## config.mk

```make
export PLATFORM = sky130hd
export DESIGN_NAME = dzCore
export DESIGN_NICKNAME = d
export VERILOG_FILES = /design/src/hw/cpuPkg.sv /design/src/hw/cpuIf.sv /design/src/hw/dzCore.sv /design/src/hw/regResult.sv /design/src/hw/ucodeDecode.sv /design/src/hw/uopExecute.sv
export VERILOG_INCLUDE_DIRS = /design/src /design/src/hw
export SDC_FILE = /design/constraint.sdc
export NUM_CORES = 1
export LEC_CHECK = 0
export ABC_CLOCK_PERIOD_IN_PS = 9650
export BUFFER_PORTS_ARGS = -buffer_cell sky130_fd_sc_hd__clkbuf_2
export CAP_MARGIN = 20
export CORE_ASPECT_RATIO = 1.25
export CORE_UTILIZATION = 25
export CTS_CLUSTER_DIAMETER = 120
export DETAILED_ROUTE_END_ITERATION = 8
export PLACE_DENSITY = 0.4
export SYNTH_ARGS = -nofsm -noshare
export SYNTH_HDL_FRONTEND = slang
export SYNTH_SLANG_ARGS = --single-unit
export TNS_END_PERCENT = 100
```

## constraint.sdc

```tcl
create_clock -name iClock -period 9.65 [get_ports iClock]
set_input_delay 0 -clock iClock [delete_from_list [all_inputs] [get_ports iClock]]
set_output_delay 0 -clock iClock [all_outputs]
set_load 0.1 [all_outputs]
```

## src/hw/cpuConsts.svh

```systemverilog
`ifndef CPU_CONSTS_SVH
`define CPU_CONSTS_SVH

// --------------------
// Datapath and microcode sizes
// --------------------
`define DATA_W      8
`define ADDR_W      16
`define UPC_W       6
`define UROM_DEPTH  64

// Microcode word is eof condition, pc increment, command, source and destination
`define UOP_W       15

// --------------------
// Register codes as they appear in the opcode fields
// --------------------
`define REG_B       3'd0
`define REG_C       3'd1
`define REG_D       3'd2
`define REG_E       3'd3
`define REG_H       3'd4
`define REG_L       3'd5
`define REG_MEM     3'd6
`define REG_A       3'd7

// Wider select codes used by the micro-ops
`define SEL_HL      {1'b0, `REG_MEM}
`define SEL_PC      4'd8
`define SEL_X8      4'd9
`define SEL_X16L    4'd10
`define SEL_X16H    4'd11

// ROM-only codes that take the register from the instruction register
`define SEL_IRD     4'd14
`define SEL_IRS     4'd15

`endif

```

## src/hw/cpuPkg.sv

```systemverilog
`default_nettype none

`include "cpuConsts.svh"

package cpuPkg;

	// --------------------
	// Plain vectors
	// --------------------

	// One data byte as it travels on the memory bus and through the ALU
	typedef logic [`DATA_W-1:0] dataT;

	// Memory address and program counter
	typedef logic [`ADDR_W-1:0] addrT;

	// Microcode ROM index
	typedef logic [`UPC_W-1:0] upcT;

	// Codes 0 to 7 follow the opcode register fields and 6 stands for the byte at HL
	// Codes above 7 reach pc and the temporaries
	typedef logic [3:0] regSelT;

	// --------------------
	// Enumerations
	// --------------------

	// Micro-commands carried by each ROM word
	typedef enum logic [3:0]
	{
		nop,    // No action
		fetch,  // Read the opcode at pc and dispatch to its flow
		sma,    // Stage a memory byte into X8
		srm,    // Set a register from memory
		smw,    // Memory write of a register byte
		aluOp,  // AND or XOR into A with the Z flag
		ldrr,   // Register to register copy
		spc,    // Load pc from X16
		halt    // Park the core
	} uopCmdT;

	// Flow sequencer states
	typedef enum logic [2:0]
	{
		afterReset,
		startFlow,
		runFlow,
		endFlow,
		halted
	} flowStateT;

endpackage

`default_nettype wire

```

## src/hw/cpuIf.sv

```systemverilog
`timescale 1ns/1ps
`default_nettype none

// Micro-op issued by the decode stage
interface uopIf import cpuPkg::*;
();
	uopCmdT cmd;
	regSelT src;
	regSelT dst;
	logic   incPc;
	dataT   opcode;
	logic   valid;

	modport drv (output cmd, src, dst, incPc, opcode, valid);
	modport rcv (input cmd, src, dst, incPc, opcode, valid);
endinterface

// Register file writes forward and register values back
interface regIf import cpuPkg::*;
();
	logic   writeEn;
	regSelT writeSel;
	dataT   writeData;
	logic   flagsWe;
	logic   zeroFlag;
	logic   pcLoad;
	logic   pcInc;
	dataT   rdVal [8];
	addrT   pc;
	addrT   hl;
	dataT   x8;
	addrT   x16;
	logic   flagZ;

	modport drv (
		output writeEn, writeSel, writeData, flagsWe, zeroFlag, pcLoad, pcInc,
		input  rdVal, pc, hl, x8, x16, flagZ
	);
	modport rcv (
		input  writeEn, writeSel, writeData, flagsWe, zeroFlag, pcLoad, pcInc,
		output rdVal, pc, hl, x8, x16, flagZ
	);
endinterface

`default_nettype wire

```

## src/hw/dzCore.sv

```systemverilog
`timescale 1ns/1ps
`default_nettype none

module dzCore import cpuPkg::*;
(
	input  logic iClock,
	input  logic rstN,
	output addrT mcuAddr,
	output dataT mcuWrData,
	output logic mcuWe,
	input  dataT mcuRdData,
	output logic halt
);

	// --------------------
	// Stage links
	// --------------------
	uopIf uopBus ();
	regIf regBus ();

	ucodeDecode uDecode
	(
		.iClock    (iClock),
		.rstN      (rstN),
		.mcuRdData (mcuRdData),
		.zeroFlag  (regBus.flagZ),
		.uop       (uopBus),
		.halt      (halt)
	);

	uopExecute uExecute
	(
		.mcuRdData (mcuRdData),
		.mcuAddr   (mcuAddr),
		.mcuWrData (mcuWrData),
		.mcuWe     (mcuWe),
		.uop       (uopBus),
		.regs      (regBus)
	);

	// Register file, flags and pc
	regResult uResult
	(
		.iClock (iClock),
		.rstN   (rstN),
		.regs   (regBus)
	);

endmodule

`default_nettype wire

```

## src/hw/regResult.sv

```systemverilog
`timescale 1ns/1ps
`default_nettype none

`include "cpuConsts.svh"

module regResult import cpuPkg::*;
(
	input logic iClock,
	input logic rstN,
	regIf.rcv   regs
);

	// Slot 6 has no register of its own and holds X8 instead
	dataT       gpr [8];
	addrT       x16;
	addrT       pc;
	logic       flagZ;
	logic [9:0] wrHot;

	// --------------------
	// Write select decode
	// --------------------
	always_comb
	begin
		wrHot = '0;
		if (regs.writeEn)
		begin
			case (regs.writeSel)
				{1'b0, `REG_B}: wrHot = 10'b00_0000_0001;
				{1'b0, `REG_C}: wrHot = 10'b00_0000_0010;
				{1'b0, `REG_D}: wrHot = 10'b00_0000_0100;
				{1'b0, `REG_E}: wrHot = 10'b00_0000_1000;
				{1'b0, `REG_H}: wrHot = 10'b00_0001_0000;
				{1'b0, `REG_L}: wrHot = 10'b00_0010_0000;
				`SEL_X8:        wrHot = 10'b00_0100_0000;
				{1'b0, `REG_A}: wrHot = 10'b00_1000_0000;
				`SEL_X16L:      wrHot = 10'b01_0000_0000;
				`SEL_X16H:      wrHot = 10'b10_0000_0000;
				default:        wrHot = '0;
			endcase
		end
	end

	// --------------------
	// Register storage
	// --------------------
	always_ff @(posedge iClock or negedge rstN)
	begin
		if (!rstN)
		begin
			for (int i = 0; i < 8; i++)
				gpr[i] <= '0;
			x16   <= '0;
			pc    <= '0;
			flagZ <= 1'b0;
		end
		else
		begin
			for (int i = 0; i < 8; i++)
			begin
				if (wrHot[i])
					gpr[i] <= regs.writeData;
			end
			if (wrHot[8])
				x16[7:0] <= regs.writeData;
			if (wrHot[9])
				x16[15:8] <= regs.writeData;
			if (regs.flagsWe)
				flagZ <= regs.zeroFlag;
			// A jump wins over the fetch increment
			if (regs.pcLoad)
				pc <= x16;
			else if (regs.pcInc)
				pc <= pc + 1'b1;
		end
	end

	assign regs.rdVal = gpr;
	assign regs.hl    = {gpr[`REG_H], gpr[`REG_L]};
	assign regs.x8    = gpr[`REG_MEM];
	assign regs.x16   = x16;
	assign regs.pc    = pc;
	assign regs.flagZ = flagZ;

endmodule

`default_nettype wire

```

## src/hw/ucodeDecode.sv

```systemverilog
`timescale 1ns/1ps
`default_nettype none

`include "cpuConsts.svh"

module ucodeDecode import cpuPkg::*;
(
	input  logic iClock,
	input  logic rstN,
	input  dataT mcuRdData,
	input  logic zeroFlag,
	uopIf.drv    uop,
	output logic halt
);

	// Flow start addresses in the ROM
	localparam upcT flowFetch = 6'd0;
	localparam upcT flowNop   = 6'd1;
	localparam upcT flowLdRN  = 6'd2;
	localparam upcT flowLdHlN = 6'd3;
	localparam upcT flowLdRR  = 6'd5;
	localparam upcT flowLdRHl = 6'd6;
	localparam upcT flowLdHlR = 6'd7;
	localparam upcT flowAluR  = 6'd8;
	localparam upcT flowAluHl = 6'd9;
	localparam upcT flowJp    = 6'd11;
	localparam upcT flowHalt  = 6'd14;

	// End of flow conditions held in the top bits of each word
	localparam logic [1:0] eofNever  = 2'd0;
	localparam logic [1:0] eofAlways = 2'd1;
	localparam logic [1:0] eofIfZ    = 2'd2;
	localparam logic [1:0] eofIfNz   = 2'd3;

	flowStateT         state;
	upcT               upc;
	upcT               upcInc;
	dataT              ir;
	logic [`UOP_W-1:0] word;
	logic [1:0]        wEof;
	logic              wInc;
	uopCmdT            wCmd;
	regSelT            wSrc;
	regSelT            wDst;
	logic              eofHit;

	function automatic logic [`UOP_W-1:0] mkUop(input logic [1:0] eofSel, input logic inc,
		input uopCmdT cmd, input regSelT src, input regSelT dst);
		return {eofSel, inc, cmd, src, dst};
	endfunction

	// Maps a fetched opcode to the start of its flow
	function automatic upcT lookupFlow(input dataT op);
		upcT f;
		f = flowNop;
		if (op == 8'h76)
			f = flowHalt;
		else if (op == 8'hC3)
			f = flowJp;
		else if (op[7:6] == 2'b00 && op[2:0] == `REG_MEM)
			f = (op[5:3] == `REG_MEM) ? flowLdHlN : flowLdRN;
		else if (op[7:6] == 2'b01)
		begin
			if (op[2:0] == `REG_MEM)
				f = flowLdRHl;
			else if (op[5:3] == `REG_MEM)
				f = flowLdHlR;
			else
				f = flowLdRR;
		end
		else if (op[7:4] == 4'b1010)
			f = (op[2:0] == `REG_MEM) ? flowAluHl : flowAluR;
		return f;
	endfunction

	function automatic regSelT resolveSel(input regSelT f, input dataT op);
		case (f)
			`SEL_IRD: return {1'b0, op[5:3]};
			`SEL_IRS: return {1'b0, op[2:0]};
			default:  return f;
		endcase
	endfunction

	// --------------------
	// Microcode ROM
	// --------------------
	always_comb
	begin
		unique case (upc)
			flowFetch:     word = mkUop(eofNever, 1'b1, fetch, `SEL_PC, `SEL_PC);
			flowNop:       word = mkUop(eofAlways, 1'b0, nop, `SEL_PC, `SEL_PC);
			flowLdRN:      word = mkUop(eofAlways, 1'b1, srm, `SEL_PC, `SEL_IRD);
			flowLdHlN:     word = mkUop(eofNever, 1'b1, sma, `SEL_PC, `SEL_X8);
			flowLdHlN + 1: word = mkUop(eofAlways, 1'b0, smw, `SEL_X8, `SEL_IRD);
			flowLdRR:      word = mkUop(eofAlways, 1'b0, ldrr, `SEL_IRS, `SEL_IRD);
			flowLdRHl:     word = mkUop(eofAlways, 1'b0, srm, `SEL_IRS, `SEL_IRD);
			flowLdHlR:     word = mkUop(eofAlways, 1'b0, smw, `SEL_IRS, `SEL_IRD);
			flowAluR:      word = mkUop(eofAlways, 1'b0, aluOp, `SEL_IRS, {1'b0, `REG_A});
			// The byte at HL is staged in X8, which also answers to code 6
			flowAluHl:     word = mkUop(eofNever, 1'b0, sma, `SEL_IRS, `SEL_X8);
			flowAluHl + 1: word = mkUop(eofAlways, 1'b0, aluOp, `SEL_IRS, {1'b0, `REG_A});
			// Jump target arrives low byte first
			flowJp:        word = mkUop(eofNever, 1'b1, srm, `SEL_PC, `SEL_X16L);
			flowJp + 1:    word = mkUop(eofNever, 1'b1, srm, `SEL_PC, `SEL_X16H);
			flowJp + 2:    word = mkUop(eofAlways, 1'b0, spc, `SEL_X16L, `SEL_PC);
			flowHalt:      word = mkUop(eofAlways, 1'b0, cpuPkg::halt, `SEL_PC, `SEL_PC);
			default:       word = mkUop(eofAlways, 1'b0, nop, `SEL_PC, `SEL_PC);
		endcase
	end

	assign wEof = word[14:13];
	assign wInc = word[12];
	assign wCmd = uopCmdT'(word[11:8]);
	assign wSrc = word[7:4];
	assign wDst = word[3:0];

	always_comb
	begin
		unique case (wEof)
			eofNever:  eofHit = 1'b0;
			eofAlways: eofHit = 1'b1;
			eofIfZ:    eofHit = zeroFlag;
			eofIfNz:   eofHit = ~zeroFlag;
		endcase
	end

	// A runaway micro-PC wraps back to the fetch flow
	assign upcInc = upc + 1'b1;

	// --------------------
	// Flow sequencer
	// --------------------
	always_ff @(posedge iClock or negedge rstN)
	begin
		if (!rstN)
		begin
			state <= afterReset;
			upc   <= flowFetch;
			ir    <= '0;
		end
		else
		begin
			unique case (state)
				afterReset: state <= startFlow;
				startFlow:
				begin
					upc   <= flowFetch;
					state <= runFlow;
				end
				runFlow:
				begin
					if (wCmd == fetch)
					begin
						ir  <= mcuRdData;
						upc <= lookupFlow(mcuRdData);
					end
					else
						upc <= upcInc;
					if (wCmd == cpuPkg::halt)
						state <= halted;
					else if (eofHit)
						state <= endFlow;
				end
				endFlow:    state <= startFlow;
				halted:     state <= halted;
				default:    state <= afterReset;
			endcase
		end
	end

	assign uop.valid  = (state == runFlow);
	assign uop.cmd    = wCmd;
	assign uop.src    = resolveSel(wSrc, ir);
	assign uop.dst    = resolveSel(wDst, ir);
	assign uop.incPc  = wInc;
	assign uop.opcode = ir;
	assign halt       = (state == halted);

endmodule

`default_nettype wire

```

## src/hw/uopExecute.sv

```systemverilog
`timescale 1ns/1ps
`default_nettype none

`include "cpuConsts.svh"

module uopExecute import cpuPkg::*;
(
	input  dataT mcuRdData,
	output addrT mcuAddr,
	output dataT mcuWrData,
	output logic mcuWe,
	uopIf.rcv    uop,
	regIf.drv    regs
);

	dataT srcByte;
	dataT accA;
	dataT aluRes;
	logic aluZero;
	addrT srcAddr;
	addrT dstAddr;

	// Reads go through the source select and writes through the destination select
	function automatic addrT addrOf(input regSelT sel, input addrT pcVal, input addrT hlVal,
		input addrT x16Val);
		case (sel)
			`SEL_PC:              return pcVal;
			`SEL_HL:              return hlVal;
			`SEL_X16L, `SEL_X16H: return x16Val;
			default:              return pcVal;
		endcase
	endfunction

	// --------------------
	// Operand and address selection
	// --------------------
	always_comb
	begin
		case (uop.src)
			`SEL_X8:   srcByte = regs.x8;
			`SEL_X16L: srcByte = regs.x16[7:0];
			`SEL_X16H: srcByte = regs.x16[15:8];
			default:   srcByte = regs.rdVal[uop.src[2:0]];
		endcase
	end

	assign srcAddr = addrOf(uop.src, regs.pc, regs.hl, regs.x16);
	assign dstAddr = addrOf(uop.dst, regs.pc, regs.hl, regs.x16);

	// --------------------
	// ALU
	// --------------------
	// Opcode bit 3 tells XOR from AND
	assign accA    = regs.rdVal[`REG_A];
	assign aluRes  = uop.opcode[3] ? (accA ^ srcByte) : (accA & srcByte);
	assign aluZero = (aluRes == '0);

	assign mcuWrData = srcByte;

	// --------------------
	// Command decode
	// --------------------
	always_comb
	begin
		mcuAddr        = regs.pc;
		mcuWe          = 1'b0;
		regs.writeEn   = 1'b0;
		regs.writeSel  = uop.dst;
		regs.writeData = srcByte;
		regs.flagsWe   = 1'b0;
		regs.zeroFlag  = aluZero;
		regs.pcLoad    = 1'b0;
		regs.pcInc     = uop.valid & uop.incPc;

		if (uop.valid)
		begin
			case (uop.cmd)
				fetch:
				begin
					mcuAddr = regs.pc;
				end
				sma:
				begin
					mcuAddr        = srcAddr;
					regs.writeEn   = 1'b1;
					regs.writeSel  = `SEL_X8;
					regs.writeData = mcuRdData;
				end
				srm:
				begin
					mcuAddr        = srcAddr;
					regs.writeEn   = 1'b1;
					regs.writeData = mcuRdData;
				end
				smw:
				begin
					mcuAddr = dstAddr;
					mcuWe   = 1'b1;
				end
				aluOp:
				begin
					regs.writeEn   = 1'b1;
					regs.writeData = aluRes;
					regs.flagsWe   = 1'b1;
				end
				ldrr:
				begin
					regs.writeEn = 1'b1;
				end
				spc:
				begin
					regs.pcLoad = 1'b1;
				end
				default:
				begin
					mcuWe = 1'b0;
				end
			endcase
		end
	end

endmodule

`default_nettype wire

```

==> results.toml, run 1 <==
[yosys]
syn-num-nets = 808
syn_area_per_cell_um2 = 9.58
async_flop_share_pct = 100
synth_common_cells = "dfrtp_1, mux2i_1, nand2_1"
synth.most_common_cell = "dfrtp_1"
synth_area_leaders = "dfrtp_1, mux2i_1, mux2_2"
yosys.area.top_type_share_pct = 37.1
syn_inst = 781
ys_seq_area_share_pct = 37.1
syn-cell-area_um2 = 7480
ys.flop_type = "dfrtp_1"
synth_edf_count = 0
yosys_warnings = 0
yosysTopAreaCell = "dfrtp_1"
synth_cell_types = 77
ys_ff_latch = 111

[power]
power_mw = 2.55
powerDensity_nw_per_um2 = 302
p_sw_share_pct = 52.2
seqPwrFrac_pct = 27.9
pwr-share-comb_pct = 56.1
vdd_drop_max_v = 0.000206
internal_power_mw = 1.22
p_sw_mw = 1.33
pwr-share-clk_pct = 16.0
p_leak_nw = 3.58

[worst_setup_path]
end_kind = "flop"
critPathSlowestCell = "dfrtp_1"
path_class = "reg -> reg"
cpPeakStageDelay_ns = 0.61
cp_cell_sequence = "inv_1, ha_1, nor2b_1, o21ai_1, a311oi_4, buf_4, mux2i_1, a221oi_1, o21bai_1, nand2_1, ha_1, mux2i_1, o32ai_1, or2_2, mux2i_1, a31oi_1"
critPathMostFrequentCell = "mux2i_1"
startpoint = "uDecode.upc[1]$_DFFE_PN0P_"
critPathLaunchType = "flop"
cp_max_fo = 27
crit_required_ns = 9.94
crit_buf_inv = 2
r2r-start = "uDecode.upc[1]$_DFFE_PN0P_"
crit_family = "compound AO/OA/AOI/OAI gates"
arrival_ns = 5.56

[route]
drc = 0
drtAntennaViolNets = 0
wire_per_inst_um = 21.0
wirelength_um = 25300
viasPerCell = 5.07
dr.pass1.iters = 5
vias = 6108
drt-initial-drc-count = 375

[global_routing]
grt_pass1_wl_um = 39800
grt_max_degree = 68
antenna_found_initial = 0
first_global_vias = 6229
grt_usage_pct = 17.3
overflow = 0

[sta]
fin_worst_skew_ns = 0.0172
report.final.slew_viol_count = 0
slew_headroom_pct = 28.2
worst_slew_pin_slew_ns = 1.07
fin_crit_ns = 5.27
finalHoldViolCount = 0
min_period_over_period_pct = 54.6
max_freq_mhz = 190
setup_viol = 0
tns_ns = 0
rsz0062_at_grt = "false"

[clocking]
clock_sinks = 111
clk_latency_ns = 0.37
clockBufferDepth = 2
htreeDepth = 3
post_cts_buffers = 0
cts_tree = "built"
clk_pin_slew_ns = 0.08
root_buffer = "clkbuf_16"
cts_made_buffers = 9

[finish]
fin_nets = 831
drive_gt1_share_pct = 16.1
fillers = 3089
synthToLayoutAreaGrowth_pct = 12.9
n_antenna_cell = 0

[placed_design]
place_congestion = 0.777
dpl.hpwl_um = 18700
io_buffer_count = 35

[floorplanning]
core_um2 = 29300
design.die.area_um2 = 30600
num_io_pins = 36
die_h_um = 195
rows = 70
initial_utilization_pct = 25.5
die_width_um = 157

[flow_run]
max_cap_violations = 0

[worst_hold_path]
min_from = "mcuRdData[6]"
hp-class = "in -> reg"

[run_status]
status = "finished, final reports clean"
-- worst reg2reg max path, delay by kind of cell, from the launching register on --
family	cells	cell delay, ns
AO/OA/AOI/OAI	6	2.06
AND/OR/NAND/NOR	3	0.75
buffers and inverters	2	0.66
adder cells (fa/ha/maj)	2	0.63
flip-flops	1	0.61
multiplexers	3	0.50
-- path summary, 6_finish.rpt --
kind / endpoint / slack (ns) / cells after the start
hold / removal: uDecode.upc[3]$_DFFE_PN0P_ / 0.08 / 4
max in group asynchronous: uResult.regs.pc[1]$_DFFE_PN0P_ / 8.06 / 3
setup reg to reg: uResult.regs.rdVal[38]$_DFFE_PN0P_ / 4.38 / 16
hold reg to reg: uDecode.state[2]$_DFFE_PN0P_ / 0.50 / 1
setup / recovery: uResult.regs.rdVal[38]$_DFFE_PN0P_ / 4.38 / 16
min in group asynchronous: uResult.regs.rdVal[54]$_DFFE_PN0P_ / 0.20 / 2
-- flip-flops by register name (all words and copies together), names as in the netlist --
name                count
uDecode.state           3
uResult.regs.x8         8
uResult.regs.rdVal     40
uResult.regs.pc        16
uResult.regs.hl        16
uDecode.uop.opcode      6
uResult.regs.x16       16
uDecode.upc             6
-- power by group through the flow --
stage                     sequential (mW)  clock [mW]  combinational (mW)
final                               0.713       0.409                1.43
after global routing                0.727       0.442                1.55
after CTS                           0.713       0.423                1.44
after detailed placement            0.722           0                1.43
after global placement              0.724           0                1.44
after floorplan                     0.651           0                1.11
-- per-stage QoR --
stage | util (%) | setup WS [ns] | area [µm²] | hold slack [ns] | instances
finish | 28.8 | 4.38 | 8450 | 0.0757 | 1205
global route | 28.8 | 4.02 | 8450 | 0.160 | 1205
CTS | 28.8 | 4.41 | 8440 | 0.0619 | 1204
detailed placement | 27.5 | 4.48 | 8070 | 0.0751 | 1181
global placement | 27.5 | 4.55 | 8070 | 0.0781 | 1181
floorplan | - | 4.59 | 7480 | -0.296 | 781
-- final cells by class --
type / instances / area (µm²) / area share [%]
tap: 396 / 495 / 5.86
inverter: 23 / 86.3 / 1.02
sequential: 111 / 2780 / 32.9
multi-input combinational: 603 / 4430 / 52.4
clock buffer: 11 / 243 / 2.87
timing repair buffer: 56 / 353 / 4.18
clock inverter: 5 / 63.8 / 0.755
-- repair_timing --
| item | 4_1_cts | 5_1_grt |
|---|---|---|
| resized for setup | 0 | 0 |
| hold buffers | 7 | 0 |
| hold endpoints to repair | 50 | 0 |
-- metal layers --
layer	vias up	wire [µm]	share of wire, %	track usage [%]
li1	2961	-	-	-
met1	3038	11800	46	22.7
met2	80	12500	49	28.9
met3	29	455	1.8	1.98
met4	0	618	2.4	6.68
met5	-	0	0	0
-- cell usage in the layout, fill, tap and decap left out, drive strengths merged, types with 6 or more instances in the layout --
master       instances
clkbuf              45
o21ai               55
o31ai               19
inv                 25
a21o                 6
nor3                 9
dfrtp              111
mux2i               85
a21oi               28
xor2                10
dlygate4sd3          7
nand2b              30
and3                11
o22ai                7
a22o                15
nand3               22
a31oi                6
o2111ai              8
buf                 15
ha                  17
or2                 12
a22oi                6
nor2                43
nand2               57
and2                 6
xnor2                7
mux2                43
a211o               11
or3                 10
a221oi               6
-- cell families (layout without fill, tap and decap cells) --
group / count (synthesis) / in the layout / share of synthesized area (%)
AND/OR/NAND/NOR: 227 / 227 / 15.9
XOR/XNOR: 17 / 17 / 1.99
flip-flops: 111 / 111 / 37.1
multiplexers: 128 / 128 / 17.9
adder cells (fa/ha/maj): 17 / 17 / 2.84
buffers and inverters: 67 / 95 / 4.00
AO/OA/AOI/OAI: 214 / 214 / 20.3
(Power assumes the default switching activity.)
==> inputs of run 2 (changes only) <==
--- a/config.mk
+++ b/config.mk
@@ -6,14 +6,15 @@
 export SDC_FILE = /design/constraint.sdc
 export NUM_CORES = 1
 export LEC_CHECK = 0
-export ABC_CLOCK_PERIOD_IN_PS = 9650
+export ABC_AREA = 1
+export ABC_CLOCK_PERIOD_IN_PS = 4600
 export BUFFER_PORTS_ARGS = -buffer_cell sky130_fd_sc_hd__clkbuf_2
 export CAP_MARGIN = 20
 export CORE_ASPECT_RATIO = 1.25
 export CORE_UTILIZATION = 25
 export CTS_CLUSTER_DIAMETER = 120
 export DETAILED_ROUTE_END_ITERATION = 8
-export PLACE_DENSITY = 0.4
+export PLACE_DENSITY = 0.42
 export SYNTH_ARGS = -nofsm -noshare
 export SYNTH_HDL_FRONTEND = slang
 export SYNTH_SLANG_ARGS = --single-unit
==> constraint.sdc (replaced) <==
create_clock -name iClock -period 4.6 [get_ports iClock]
set_input_delay 0 -clock iClock [delete_from_list [all_inputs] [get_ports iClock]]
set_output_delay 0 -clock iClock [all_outputs]
set_load 0.1 [all_outputs]
==> run 2 against run 1 <==
Sequential share of layout area down 0.55 points. Die area is 0.92% higher. Count of clock-buffer cells in the layout unchanged. Hold slack lost 0.0028 ns. Register-to-register slack lost 3.6 ns. First-iteration DRC count rose by 15%. Maximum frequency rose by 36%. Global-route usage up 1.4 points. Critical path type unchanged.
==> results.toml, run 2 <==
[clocking]
htreeDepth = 3
post_cts_buffers = 0
clk_pin_slew_ns = 0.07
clk_latency_ns = 0.37
cts_tree = "built"
cts_made_buffers = 9
clockBufferDepth = 2
clock_sinks = 111
root_buffer = "clkbuf_16"

[sta]
tns_ns = 0
setup_viol = 0
slew_headroom_pct = 58.6
fin_worst_skew_ns = 0.0127
report.final.slew_viol_count = 0
worst_slew_pin_slew_ns = 0.617
rsz0062_at_grt = "false"
max_freq_mhz = 258
min_period_over_period_pct = 84.1
fin_crit_ns = 3.87
finalHoldViolCount = 0

[worst_setup_path]
critPathMostFrequentCell = "inv_1"
path_class = "reg -> reg"
cpPeakStageDelay_ns = 0.44
crit_required_ns = 4.91
cp_max_fo = 33
crit_buf_inv = 6
critPathLaunchType = "flop"
critPathSlowestCell = "dfrtp_1"
arrival_ns = 4.18
crit_family = "simple AND/OR/NAND/NOR gates"
cp_cell_sequence = "ha_1, o21ai_4, inv_1, nor2_2, buf_4, o21ai_2, buf_4, inv_1, nand3_2, inv_1, nand2_1, nand3_1, and2_1, ha_1, nor2_1, o32ai_1, inv_1, nand2_2, nand2_1, nand2_1"
end_kind = "flop"

[finish]
synthToLayoutAreaGrowth_pct = 13.8
n_antenna_cell = 0
fin_nets = 1189
final_cell_mix = "nand2_1, inv_1, dfrtp_1"
largest_register_ffs = 40
drive_gt1_share_pct = 12.4
layout.cells.most_common = "nand2_1"

[yosys]
synth_cell_types = 46
ys_ff_latch = 111
syn-cell-area_um2 = 7550
synth_area_leaders = "dfrtp_1, nand2_1, nand3_1"
ys_seq_area_share_pct = 36.8
syn-num-nets = 1147
synth_edf_count = 0
syn_inst = 1120
synth_common_cells = "nand2_1, inv_1, dfrtp_1"
ys.flop_type = "dfrtp_1"
syn_area_per_cell_um2 = 6.74
yosys.area.top_type_share_pct = 36.8
synth.most_common_cell = "nand2_1"
async_flop_share_pct = 100
yosysTopAreaCell = "dfrtp_1"
yosys_warnings = 0

[route]
drc = 0
wire_per_inst_um = 17.7
vias = 7279
viasPerCell = 4.66
wirelength_um = 27600
drt-initial-drc-count = 432
dr.pass1.iters = 5
drtAntennaViolNets = 0

[run_status]
status = "finished, final reports clean"

[floorplanning]
initial_utilization_pct = 25.6
die_width_um = 157
rows = 70
die_h_um = 196
design.die.area_um2 = 30900
core_um2 = 29500
num_io_pins = 36

[global_routing]
first_global_vias = 7247
grt_pass1_wl_um = 43100
antenna_found_initial = 0
grt_max_degree = 44
overflow = 0
grt_usage_pct = 18.7

[placed_design]
io_buffer_count = 35
place_congestion = 0.920
dpl.hpwl_um = 20900

[worst_hold_path]
hp-class = "in -> reg"

[flow_run]
max_cap_violations = 0
==> run 2: kinds of logic (layout without fill, tap and decap cells) <==
| group | Yosys count | count (layout) | synth area share [%] |
|---|---|---|---|
| compound gates | 101 | 101 | 8.70 |
| fa+ha+maj | 17 | 17 | 2.82 |
| flops | 111 | 111 | 36.8 |
| buf+inv | 165 | 211 | 8.53 |
| xor+xnor | 13 | 13 | 1.51 |
| simple gates | 713 | 713 | 41.7 |
==> run 2: metrics by stage <==
stage	setup slack [ns]	util, %	cell area (µm²)	hold WS (ns)	std cells
final	0.730	29.1	8590	0.0729	1562
after global routing	0.376	29.1	8590	0.0820	1562
after CTS	0.715	29.1	8590	0.0545	1562
after detailed placement	0.735	27.8	8210	0.0601	1540
after global placement	0.781	27.8	8210	0.0710	1540
after floorplan	0.971	-	7550	-0.296	1120
==> run 2: final timing paths <==
check | startpoint | end | slack (ns) | depth (start not counted)
worst max-delay path | uDecode.upc[0]$_DFFE_PN0P_ | uResult.regs.x16[5]$_DFFE_PN0P_ | 0.73 | 20
worst min-delay path | mcuRdData[7] | uDecode.upc[2]$_DFFE_PN0P_ | 0.07 | 4
worst max register to register | uDecode.upc[0]$_DFFE_PN0P_ | uResult.regs.x16[5]$_DFFE_PN0P_ | 0.73 | 20
worst min register to register | uResult.regs.rdVal[50]$_DFFE_PN0P_ | uResult.regs.rdVal[50]$_DFFE_PN0P_ | 0.48 | 2
max in group asynchronous | rstN | uResult.regs.hl[12]$_DFFE_PN0P_ | 3.43 | 3
min in group asynchronous | rstN | uDecode.uop.opcode[4]$_DFFE_PN0P_ | 0.19 | 2
==> run 2: area by class of cell <==
class	instances	area (µm²)
inverters	141	534
fillers	3309	20900
well taps	396	495
repair buffers	55	345
clock inverters	4	77.6
flip-flops and latches	111	2780
multi-input cells	844	4130
clock buffers	11	233
==> run 2: what timing repair did <==
action / in CTS / in global routing
hold buffers: 7 / 0
resized for setup: 0 / 0
setup endpoints to repair: 0 / 0
endpoints found under the hold margin: 47 / 0
==> run 2: tightest hold or removal path, cell delays in order <==
cell and delay [ns]:
clkbuf_2 0.10, nor2_1 0.07, o21ai_0 0.17, o22ai_1 0.06
==> run 2: per-layer routing <==
| layer | GRT usage [%] | vias up | share of wire [%] |
|---|---|---|---|
| met5 | 0 | - | 0 |
| met4 | 7.23 | 0 | 2.7 |
| met3 | 1.59 | 34 | 2.7 |
| met2 | 33.3 | 140 | 50 |
| met1 | 23.1 | 3463 | 44 |
| li1 | - | 3642 | - |
Power of run 2 is not shown: default switching activity piles up to over one toggle a cycle in this logic, so the estimate is an artifact.
